### src/verilog/pwm_pkg.sv
`default_nettype none

package pwm_pkg;

	// bus and datapath widths
	localparam int unsigned ADDR_W = 12;
	localparam int unsigned CNT_W  = 32;
	localparam int unsigned STEP_W = 12;
	localparam int unsigned MODE_W = 2;

	// each channel owns one 0x20 byte block
	localparam int unsigned CH_STRIDE = 'h20;

	// word offsets inside a channel block
	localparam logic [ADDR_W-1:0] REG_CTRL   = 'h00; // mode in bits 1:0
	localparam logic [ADDR_W-1:0] REG_PERIOD = 'h04;
	localparam logic [ADDR_W-1:0] REG_THR1   = 'h08;
	localparam logic [ADDR_W-1:0] REG_THR2   = 'h0C;
	localparam logic [ADDR_W-1:0] REG_STEP   = 'h10; // bits 11:0

	// channel mode codes
	localparam logic [MODE_W-1:0] MODE_OFF   = 2'd0; // output low, rearm
	localparam logic [MODE_W-1:0] MODE_STD   = 2'd1; // fixed duty
	localparam logic [MODE_W-1:0] MODE_HEART = 2'd2; // ramping duty
	localparam logic [MODE_W-1:0] MODE_HOLD  = 2'd3; // freeze, output low

endpackage

`default_nettype wire

### src/verilog/pwm_apb_regs.sv
`timescale 1ns/1ps
`default_nettype none

module pwm_apb_regs
	import pwm_pkg::*;
#(
	parameter int NUM_CH = 2
) (
	input  wire                       clk_i,
	input  wire                       rst_i,

	input  wire  [ADDR_W-1:0]         paddr_i,
	input  wire                       psel_i,
	input  wire                       penable_i,
	input  wire                       pwrite_i,
	input  wire  [31:0]               pwdata_i,
	output logic [31:0]               prdata_o,
	output logic                      pready_o,
	output logic                      pslverr_o,

	output logic [NUM_CH*MODE_W-1:0]  mode_o,
	output logic [NUM_CH*CNT_W-1:0]   period_o,
	output logic [NUM_CH*CNT_W-1:0]   thr1_o,
	output logic [NUM_CH*CNT_W-1:0]   thr2_o,
	output logic [NUM_CH*STEP_W-1:0]  step_o
);

	localparam int unsigned BLK_W = $clog2(CH_STRIDE);

	logic [MODE_W-1:0] mode_r   [NUM_CH];
	logic [CNT_W-1:0]  period_r [NUM_CH];
	logic [CNT_W-1:0]  thr1_r   [NUM_CH];
	logic [CNT_W-1:0]  thr2_r   [NUM_CH];
	logic [STEP_W-1:0] step_r   [NUM_CH];

	logic [ADDR_W-1:0] ch_idx;
	logic [ADDR_W-1:0] offset_w;
	logic              ch_hit;
	logic              off_hit;
	logic              access;
	logic              addr_err;
	logic              wr_en;
	logic [31:0]       rd_val;

	assign ch_idx   = paddr_i >> BLK_W;
	assign offset_w = paddr_i & ADDR_W'(CH_STRIDE - 1);
	assign ch_hit   = (ch_idx < ADDR_W'(NUM_CH));

	always_comb begin
		case (offset_w)
			REG_CTRL, REG_PERIOD, REG_THR1, REG_THR2, REG_STEP: off_hit = 1'b1;
			default: off_hit = 1'b0; // hole or unaligned
		endcase
	end

	assign access   = psel_i && penable_i;
	assign addr_err = !(ch_hit && off_hit);
	assign wr_en    = access && pwrite_i && !addr_err;

	// zero wait states
	assign pready_o  = access;
	assign pslverr_o = access && addr_err;

	always_ff @(posedge clk_i) begin
		if (!rst_i) begin
			for (int i = 0; i < NUM_CH; i++) begin
				mode_r[i]   <= MODE_OFF;
				period_r[i] <= '0;
				thr1_r[i]   <= '0;
				thr2_r[i]   <= '0;
				step_r[i]   <= '0;
			end
		end else if (wr_en) begin
			for (int i = 0; i < NUM_CH; i++) begin
				if (ch_idx == ADDR_W'(i)) begin
					case (offset_w)
						REG_CTRL:   mode_r[i]   <= pwdata_i[MODE_W-1:0];
						REG_PERIOD: period_r[i] <= pwdata_i[CNT_W-1:0];
						REG_THR1:   thr1_r[i]   <= pwdata_i[CNT_W-1:0];
						REG_THR2:   thr2_r[i]   <= pwdata_i[CNT_W-1:0];
						REG_STEP:   step_r[i]   <= pwdata_i[STEP_W-1:0];
						default: ;
					endcase
				end
			end
		end
	end

	// readback, unused bits zero
	always_comb begin
		rd_val = '0;
		for (int i = 0; i < NUM_CH; i++) begin
			if (ch_idx == ADDR_W'(i)) begin
				case (offset_w)
					REG_CTRL:   rd_val = 32'(mode_r[i]);
					REG_PERIOD: rd_val = 32'(period_r[i]);
					REG_THR1:   rd_val = 32'(thr1_r[i]);
					REG_THR2:   rd_val = 32'(thr2_r[i]);
					REG_STEP:   rd_val = 32'(step_r[i]);
					default:    rd_val = '0;
				endcase
			end
		end
	end

	assign prdata_o = access ? rd_val : '0; // quiet outside access phase

	for (genvar i = 0; i < NUM_CH; i++) begin : g_flat
		assign mode_o[i*MODE_W +: MODE_W]   = mode_r[i];
		assign period_o[i*CNT_W +: CNT_W]   = period_r[i];
		assign thr1_o[i*CNT_W +: CNT_W]     = thr1_r[i];
		assign thr2_o[i*CNT_W +: CNT_W]     = thr2_r[i];
		assign step_o[i*STEP_W +: STEP_W]   = step_r[i];
	end

	// access phase must follow a setup phase
	a_setup_before_access: assert property (
		@(posedge clk_i) disable iff (!rst_i)
		$rose(penable_i) |-> psel_i && $past(psel_i && !penable_i)
	) else $error("penable rose without a setup phase");

	// erroring write leaves every channel alone
	a_err_write_ignored: assert property (
		@(posedge clk_i) disable iff (!rst_i)
		pslverr_o && pwrite_i |=> $stable(mode_o) && $stable(period_o) && $stable(thr1_o)
			&& $stable(thr2_o) && $stable(step_o)
	) else $error("erroring write changed a register");

endmodule

`default_nettype wire

### src/verilog/pwm_channel.sv
`timescale 1ns/1ps
`default_nettype none

module pwm_channel
	import pwm_pkg::*;
(
	input  wire                clk_i,
	input  wire                rst_i,

	input  wire  [MODE_W-1:0]  mode_i,
	input  wire  [CNT_W-1:0]   period_i,
	input  wire  [CNT_W-1:0]   thr1_i,
	input  wire  [CNT_W-1:0]   thr2_i,
	input  wire  [STEP_W-1:0]  step_i,

	output logic               pwm_o
);

	logic [CNT_W-1:0] cnt_q;
	logic [CNT_W-1:0] cnt_d;
	logic [CNT_W-1:0] thr_q; // current heartbeat threshold
	logic [CNT_W-1:0] thr_d;
	logic             arm_q; // reload thr1 on heartbeat entry
	logic             arm_d;
	logic             pwm_d;
	logic             wrap;
	logic [CNT_W-1:0] step_ext;

	assign wrap     = (cnt_q == period_i - CNT_W'(1));
	assign step_ext = CNT_W'(step_i);

	always_comb begin
		cnt_d = cnt_q;
		thr_d = thr_q;
		arm_d = arm_q;
		pwm_d = 1'b0;

		case (mode_i)
			MODE_OFF: begin
				arm_d = 1'b1;
			end

			MODE_STD: begin
				arm_d = 1'b1;
				if (wrap) begin
					cnt_d = '0;
				end else begin
					cnt_d = cnt_q + CNT_W'(1);
					pwm_d = (cnt_q < thr1_i);
				end
			end

			MODE_HEART: begin
				if (arm_q) begin
					thr_d = thr1_i; // first entry
					arm_d = 1'b0;
				end else if (thr_q > thr2_i) begin
					cnt_d = '0; // ramp done, restart
					thr_d = thr1_i;
				end else if (wrap) begin
					cnt_d = '0;
					thr_d = thr_q + step_ext;
				end else begin
					cnt_d = cnt_q + CNT_W'(1);
					pwm_d = (cnt_q < thr_q);
				end
			end

			// HOLD freezes everything
			default: ;
		endcase
	end

	always_ff @(posedge clk_i) begin
		if (!rst_i) begin
			cnt_q <= '0;
			thr_q <= '0;
			arm_q <= 1'b1;
			pwm_o <= 1'b0;
		end else begin
			cnt_q <= cnt_d;
			thr_q <= thr_d;
			arm_q <= arm_d;
			pwm_o <= pwm_d;
		end
	end

	a_idle_low: assert property (
		@(posedge clk_i) disable iff (!rst_i)
		(mode_i == MODE_OFF || mode_i == MODE_HOLD) |=> !pwm_o
	) else $error("pwm_o high after off/hold mode");

endmodule

`default_nettype wire

### src/verilog/pwm_top.sv
`timescale 1ns/1ps
`default_nettype none

module pwm_top
	import pwm_pkg::*;
#(
	parameter int NUM_CH = 2
) (
	input  wire                clk_i,
	input  wire                rst_i,

	input  wire  [ADDR_W-1:0]  paddr_i,
	input  wire                psel_i,
	input  wire                penable_i,
	input  wire                pwrite_i,
	input  wire  [31:0]        pwdata_i,
	output logic [31:0]        prdata_o,
	output logic               pready_o,
	output logic               pslverr_o,

	output logic [NUM_CH-1:0]  pwm_o
);

	// per channel config, flattened by channel index
	logic [NUM_CH*MODE_W-1:0] mode_w;
	logic [NUM_CH*CNT_W-1:0]  period_w;
	logic [NUM_CH*CNT_W-1:0]  thr1_w;
	logic [NUM_CH*CNT_W-1:0]  thr2_w;
	logic [NUM_CH*STEP_W-1:0] step_w;

	pwm_apb_regs #(
		.NUM_CH    (NUM_CH)
	) u_regs (
		.clk_i     (clk_i),
		.rst_i     (rst_i),
		.paddr_i   (paddr_i),
		.psel_i    (psel_i),
		.penable_i (penable_i),
		.pwrite_i  (pwrite_i),
		.pwdata_i  (pwdata_i),
		.prdata_o  (prdata_o),
		.pready_o  (pready_o),
		.pslverr_o (pslverr_o),
		.mode_o    (mode_w),
		.period_o  (period_w),
		.thr1_o    (thr1_w),
		.thr2_o    (thr2_w),
		.step_o    (step_w)
	);

	for (genvar i = 0; i < NUM_CH; i++) begin : g_ch
		pwm_channel u_ch (
			.clk_i    (clk_i),
			.rst_i    (rst_i),
			.mode_i   (mode_w[i*MODE_W +: MODE_W]),
			.period_i (period_w[i*CNT_W +: CNT_W]),
			.thr1_i   (thr1_w[i*CNT_W +: CNT_W]),
			.thr2_i   (thr2_w[i*CNT_W +: CNT_W]),
			.step_i   (step_w[i*STEP_W +: STEP_W]),
			.pwm_o    (pwm_o[i])
		);
	end

endmodule

`default_nettype wire
### config.mk
export PLATFORM = sky130hd
export DESIGN_NAME = pwm_top
export DESIGN_NICKNAME = d
export VERILOG_FILES = /design/src/verilog/pwm_pkg.sv /design/src/verilog/pwm_apb_regs.sv /design/src/verilog/pwm_channel.sv /design/src/verilog/pwm_top.sv
export SDC_FILE = /design/constraint.sdc
export NUM_CORES = 1
export LEC_CHECK = 0
export BUFFER_PORTS_ARGS = -buffer_cell sky130_fd_sc_hd__clkbuf_2
export CAP_MARGIN = 40
export CORE_MARGIN = 2
export CORE_UTILIZATION = 35
export CTS_CLUSTER_DIAMETER = 120
export DETAILED_ROUTE_END_ITERATION = 12
export SLEW_MARGIN = 30
export SYNTH_ARGS = -nofsm -noshare
export SYNTH_HDL_FRONTEND = slang
export SYNTH_HIERARCHICAL = 1
export SYNTH_SLANG_ARGS = --single-unit
### constraint.sdc
create_clock -name clk_i -period 7.4 [get_ports clk_i]
set_input_delay 0.37 -clock clk_i [delete_from_list [all_inputs] [get_ports clk_i]]
set_output_delay 0.37 -clock clk_i [all_outputs]
set_load 0.05 [all_outputs]
==> impl_metrics.env, run 1 <==
export IMPL_status="completed"
export IMPL_post_cts_setup_buffers=0
export IMPL_slew_headroom_pct=39.9
export IMPL_syn_to_final_growth_pct=11.3
export IMPL_fin_cells=3779
export IMPL_ant_nets=0
export IMPL_synthArstFlopShare_pct=0
export IMPL_place_inst=3696
export IMPL_powerDensity_nw_per_um2=183
export IMPL_gr_total_overflow=0
export IMPL_drt_pass1_iterations=7
export IMPL_hold_class="primary input to flop"
export IMPL_clkTransAtPathRegs_ps=60
export IMPL_final_max_slew_viol_count=0
export IMPL_synthTopCellsByCount="nor2_1, inv_1, ha_1, edfxtp_1, nand2_1"
export IMPL_port_buffers=84
export IMPL_die_x_um=271
export IMPL_tritoncts="done"
export IMPL_die_area_um2=73600
export IMPL_grt_use_met2_pct=34.3
export IMPL_cp_top_family="simple AND/OR/NAND/NOR gates"
export IMPL_vias=22000
export IMPL_yosys_warnings=6
export IMPL_die_h_um=271
export IMPL_place_hpwl_um=66500
export IMPL_fin_nets=3069
export IMPL_clockRootBuffer="clkbuf_16"
export IMPL_drt_iter0_drc=2339
export IMPL_start_util_pct=35.2
export IMPL_hold_violations=0
export IMPL_worst_pin_slew_ps=879
export IMPL_synth_top_area_share_pct=26.4
export IMPL_pwr_share_clk_pct=42.7
export IMPL_holdBufCountCts=0
export IMPL_power_internal_uw=3690
export IMPL_ctsResizeCount=0
export IMPL_grt_pass1_wl_um=128000
export IMPL_cp_slowest_cell="nand3_1"
export IMPL_grtUsageMet1_pct=32.7
export IMPL_synthCells=2754
export IMPL_cp_cell_sequence="inv_1 -> ha_1 -> or4b_1 -> nor4_1 -> xnor2_1 -> nand3b_1 -> nor4_1 -> nand3_1 -> o21ba_2 -> o21ai_2 -> nor2_1"
export IMPL_htree_num_levels=2
export IMPL_path_common_cell="nor4_1"
export IMPL_crit_buf_inv=1
export IMPL_syn_area_per_cell_um2=9.09
export IMPL_design_portCount=85
export IMPL_p_comb_share_pct=12.3
export IMPL_synth_nets=3027
export IMPL_fmax_mhz=224
export IMPL_regArea_um2=9250
export IMPL_p_sw_share_pct=27.8
export IMPL_worstSkewPairLatency_ps=580
export IMPL_met3_usage_pct=4.59
export IMPL_rows=98
export IMPL_wirelength_um=86200
export IMPL_core_area_um2=71100
export IMPL_grt_most_used_layer="met2"
export IMPL_cts_sinks=352
export IMPL_grt_max_degree=48
export IMPL_setup_viol=0
export IMPL_cts_buffers=42
export IMPL_nFillCells=7162
export IMPL_antenna_found_initial=1
export IMPL_ys_seq_area_share_pct=37.0
export IMPL_routabilityCongestion=0.960
export IMPL_grt_util_all_layers_pct=22.7
export IMPL_yosys_area_top_type="edfxtp_1"
export IMPL_ys_ff_latch=352
export IMPL_switchingPower_uw=1420
export IMPL_avgViaCountPerCell=5.81
export IMPL_synth_area_leaders="edfxtp_1, ha_1, dfxtp_1"
export IMPL_syn_cell_area_um2=25000
export IMPL_rsz0062_at_grt="no"
export IMPL_crit_type="flop to flop"
export IMPL_grt_pass1_vias=20200
export IMPL_cts_max_path_buffers=3
export IMPL_multi_input_area_um2=14400
export IMPL_vdd_ir_drop_max_v=0.000121
export IMPL_cap_violations=0
export IMPL_drc=0
export IMPL_fin_worst_skew_ps=20.7
export IMPL_crit_fanout=16
export IMPL_wl_per_cell_um=22.8
export IMPL_drive_gt1_share_pct=11.0
export IMPL_seqPwrFrac_pct=45.0
export IMPL_crit_path_start_kind="flop"
export IMPL_crit_path_end_kind="flop"
export IMPL_synth_cell_types=96
export IMPL_min_period_ps=4460
export IMPL_ys_flop_type="edfxtp_1"
export IMPL_synth_most_common_cell="nor2_1"
export IMPL_slowest_delay_ps=650
export IMPL_min_period_over_period_pct=60.3
export IMPL_synth_edf_count=220
export IMPL_p_leak_uw=0.0107
export IMPL_total_power_uw=5100
export IMPL_cp_arrival_ps=4890
export IMPL_fin_tns_setup_ps=0
export IMPL_worstPathRequired_ps=7830
## layout by cell type, fill, tap and decap left out, types with 63 or more instances in the layout
cell      Yosys  routed
ha_1        222     222
a21oi_1     140     140
dfxtp_1     132     132
edfxtp_1    220     220
o21ai_0      94      88
xnor2_1      84      84
nor3_1       63      63
clkbuf_2      0      85
nand4_1      70      70
nor2_1      282     282
nand3_1      73      73
inv_1       229     228
nand2_1     192     192
## path summary, 6_finish.rpt
path	start	endpoint	slack [ps]	cells past startpoint
hold / removal	rst_i	g_ch[0].u_ch/arm_q	180	2
setup reg to reg	u_regs/period_r[0][32]	g_ch[1].u_ch/cnt_q[17]	2940	11
setup / recovery	u_regs/period_r[0][32]	g_ch[1].u_ch/cnt_q[17]	2940	11
hold reg to reg	g_ch[1].u_ch/thr_q[30]	g_ch[1].u_ch/thr_q[30]	530	2
## logic make-up (layout without fill, tap and decap cells)
kind of cell               after synthesis  after routing  synth area share, %
adders and majority gates              224            224                 11.3
other                                    0              1                    0
muxes                                   72             72                 3.10
xor gates and xnor gates               135            135                 4.73
AOI/OAI and AO/OA                      630            630                 17.3
DFF                                    352            352                 37.0
buffers and inverters                  354            428                 5.78
and+or+nand+nor                        987            987                 20.9
## sequential cells by signal, summed over array words and instances, names as in the netlist
name and flops:
g_ch.u_ch/arm_q 2, g_ch.u_ch/cnt_q 64, g_ch.u_ch/pwm_o 2, g_ch.u_ch/thr_q 64, u_regs/mode_r 4, u_regs/period_r 64, u_regs/step_r 24, u_regs/thr1_r 64
u_regs/thr2_r 64
## cell type report
| type | instances | area share [%] |
|---|---|---|
| multi-input cells | 2048 | 51.7 |
| well taps | 950 | 4.27 |
| flip-flops and latches | 352 | 33.2 |
| clock inverters | 31 | 1.16 |
| inverters | 229 | 3.09 |
| diodes | 1 | 0.00898 |
| repair buffers | 123 | 2.74 |
| clock buffers | 45 | 3.89 |
## routing by layer
| metal | vias up | wire length [um] | share of wire, % |
|---|---|---|---|
| li1 | 10300 | - | - |
| met5 | - | 0 | 0 |
| met2 | 1036 | 37400 | 43 |
| met3 | 120 | 8120 | 9.4 |
| met4 | 0 | 1950 | 2.3 |
| met1 | 10500 | 38800 | 45 |
## power groups by stage
stage / clock network [uW] / registers (uW) / logic [uW]
5_1_grt: 2280 / 2310 / 697
2_1_floorplan: 0 / 2280 / 451
6_report: 2180 / 2300 / 629
4_1_cts: 2210 / 2300 / 617
3_5_place_dp: 0 / 2340 / 612
3_3_place_gp: 0 / 2340 / 606
## through the flow
step	util [%]	area (um2)	hold slack [ps]	setup slack (ps)
after floorplan	-	25000	464	3420
after global placement	37.0	26300	513	3110
after detailed placement	37.1	26400	516	3080
after CTS	39.1	27800	136	3060
after global routing	39.2	27900	184	2690
final	39.2	27900	183	2940
Power figures use the tool's default switching activity.
==> run 2, diff against run 1 <==
==> constraint.sdc (replaced) <==
create_clock -name clk_i -period 3.76 [get_ports clk_i]
set_input_delay 0.188 -clock clk_i [delete_from_list [all_inputs] [get_ports clk_i]]
set_output_delay 0.188 -clock clk_i [all_outputs]
set_load 0.05 [all_outputs]
==> impl_metrics.env, run 2 (synthesis results as in run 1) <==
export IMPL_status="completed"
export IMPL_rr_worst_depth=10
export IMPL_wl_per_cell_um=22.8
export IMPL_place_hpwl_um=69600
export IMPL_switchingPower_uw=2790
export IMPL_clockRootBuffer="clkbuf_16"
export IMPL_die_x_um=271
export IMPL_worstHoldStart="pwdata_i[20]"
export IMPL_worstPathRequired_ps=4260
export IMPL_crit_fanout=25
export IMPL_hold_violations=0
export IMPL_seqPwrFrac_pct=45.8
export IMPL_fmax_mhz=277
export IMPL_final_max_slew_viol_count=0
export IMPL_drive_gt1_share_pct=14.4
export IMPL_fin_util_pct=40.6
export IMPL_start_util_pct=35.2
export IMPL_antenna_found_initial=1
export IMPL_min_period_ps=3610
export IMPL_core_area_um2=71100
export IMPL_rrSetupSlack_ps=150
export IMPL_port_buffers=84
export IMPL_pwr_share_clk_pct=40.7
export IMPL_setup_viol=0
export IMPL_hold_ws_ps=43.0
export IMPL_grt_max_degree=33
export IMPL_final_cell_mix="nor2_1, inv_1, ha_1, edfxtp_1, nand2_1"
export IMPL_wirelength_um=88900
export IMPL_powerDensity_nw_per_um2=340
export IMPL_power_internal_uw=7020
export IMPL_hold_class="primary input to flop"
export IMPL_grt_util_all_layers_pct=23.3
export IMPL_p_leak_uw=0.0113
export IMPL_crit_path_start_kind="flop"
export IMPL_min_to="u_regs/period_r[0][20]"
export IMPL_min_period_over_period_pct=96.0
export IMPL_syn_to_final_growth_pct=15.4
export IMPL_vias=22600
export IMPL_cp_arrival_ps=4110
export IMPL_p_comb_share_pct=13.5
export IMPL_drc=0
export IMPL_cap_violations=0
export IMPL_grt_pass1_vias=20700
export IMPL_num_antenna_cells=0
export IMPL_r2r_end="g_ch[0].u_ch/thr_q[22]"
export IMPL_fin_nets=3186
export IMPL_design_portCount=85
export IMPL_crit_type="flop to flop"
export IMPL_hold_depth=3
export IMPL_avgViaCountPerCell=5.81
export IMPL_holdBufCountCts=0
export IMPL_fin_worst_skew_ps=17.8
export IMPL_slew_headroom_pct=35.9
export IMPL_rows=98
export IMPL_total_power_uw=9810
export IMPL_ant_nets=0
export IMPL_mostFrequentLayoutCell="nor2_1"
export IMPL_p_sw_share_pct=28.4
export IMPL_cts_max_path_buffers=3
export IMPL_fin_area_um2=28900
export IMPL_fin_tns_setup_ps=0
export IMPL_gr_total_overflow=0
export IMPL_routabilityCongestion=0.961
export IMPL_die_h_um=271
export IMPL_cts_sinks=352
export IMPL_die_area_um2=73600
export IMPL_worstSkewPairLatency_ps=590
export IMPL_htree_num_levels=2
export IMPL_crit_path_end_kind="flop"
export IMPL_rsz0062_at_grt="no"
export IMPL_r2r_start="u_regs/period_r[0][8]"
export IMPL_tritoncts="done"
export IMPL_cts_buffers=43
export IMPL_drt_iter0_drc=2465
export IMPL_grt_pass1_wl_um=131000
export IMPL_dpl_cell_area_um2=27500
export IMPL_drt_pass1_iterations=5
export IMPL_clkTransAtPathRegs_ps=60
export IMPL_vdd_ir_drop_max_v=0.000250
export IMPL_worst_pin_slew_ps=937
==> run 2: cell count changes in the layout (fill, tap and decap cells not counted), sizes merged <==
| cell | change |
|---|---|
| buf | +135 |
| bufinv | -5 |
| clkbuf | -14 |
| clkinv | +1 |
| clkinvlp | +1 |
| diode | -1 |
| dlymetal6s2s | -1 |
| inv | -2 |
==> run 2: worst max-delay path by stage <==
stage / start / endpoint / slack [ps]
global route: u_regs/period_r[0][33] / g_ch[1].u_ch/thr_q[6] / 6
floorplan: paddr_i[9] / u_regs/thr1_r[0][32] / 20
detailed placement: u_regs/period_r[0][0] / g_ch[0].u_ch/thr_q[2] / 140
global placement: u_regs/thr2_r[0][46] / g_ch[1].u_ch/thr_q[17] / 220
finish: u_regs/period_r[0][8] / g_ch[0].u_ch/thr_q[22] / 150
CTS: u_regs/period_r[0][0] / g_ch[0].u_ch/cnt_q[24] / 110
==> run 2: power groups by stage <==
stage / combinational, uW / clock, uW / sequential [uW]
after floorplan: 888 / 0 / 4480
after global placement: 1280 / 0 / 4570
after detailed placement: 1290 / 0 / 4570
after CTS: 1300 / 4040 / 4490
after global routing: 1450 / 4180 / 4510
final: 1320 / 3990 / 4500
==> run 2: final cells by class <==
type,instances,area [um2]
fillers,7184,42200
inverters,229,860
repair buffers,239,1860
flip-flops and latches,352,9250
clock buffers,49,1140
well taps,950,1190
multi-input cells,2048,14400
clock inverters,26,158
==> run 2: critical path, stage by stage, from the launching register on <==
cell      delay, ps
edfxtp_1        500
or4_1           570
nor2_1          130
xnor2_1          70
o41ai_1         620
nand3_2         240
or4_4           600
o21ai_2         250
buf_12          190
nand2_1         150
o22ai_1         190
==> run 2: per-stage QoR <==
stage	instances	setup WS, ps
4_1_cts	3892	110
5_1_grt	3893	5.95
3_5_place_dp	3817	136
3_3_place_gp	3817	223
6_report	3893	149
2_1_floorplan	2754	21.9
==> run 2: repair_timing <==
action,in CTS,in global routing
buffers inserted,0,1
resized for setup,0,7
setup endpoints to repair,0,51
==> run 2: per-layer routing <==
metal	GRT usage (%)	wire length (um)	vias to the layer above
met4	7.52	2810	0
li1	-	-	10500
met5	0	0	-
met3	3.46	7840	155
met1	33.9	40100	10800
met2	35.3	38200	1101
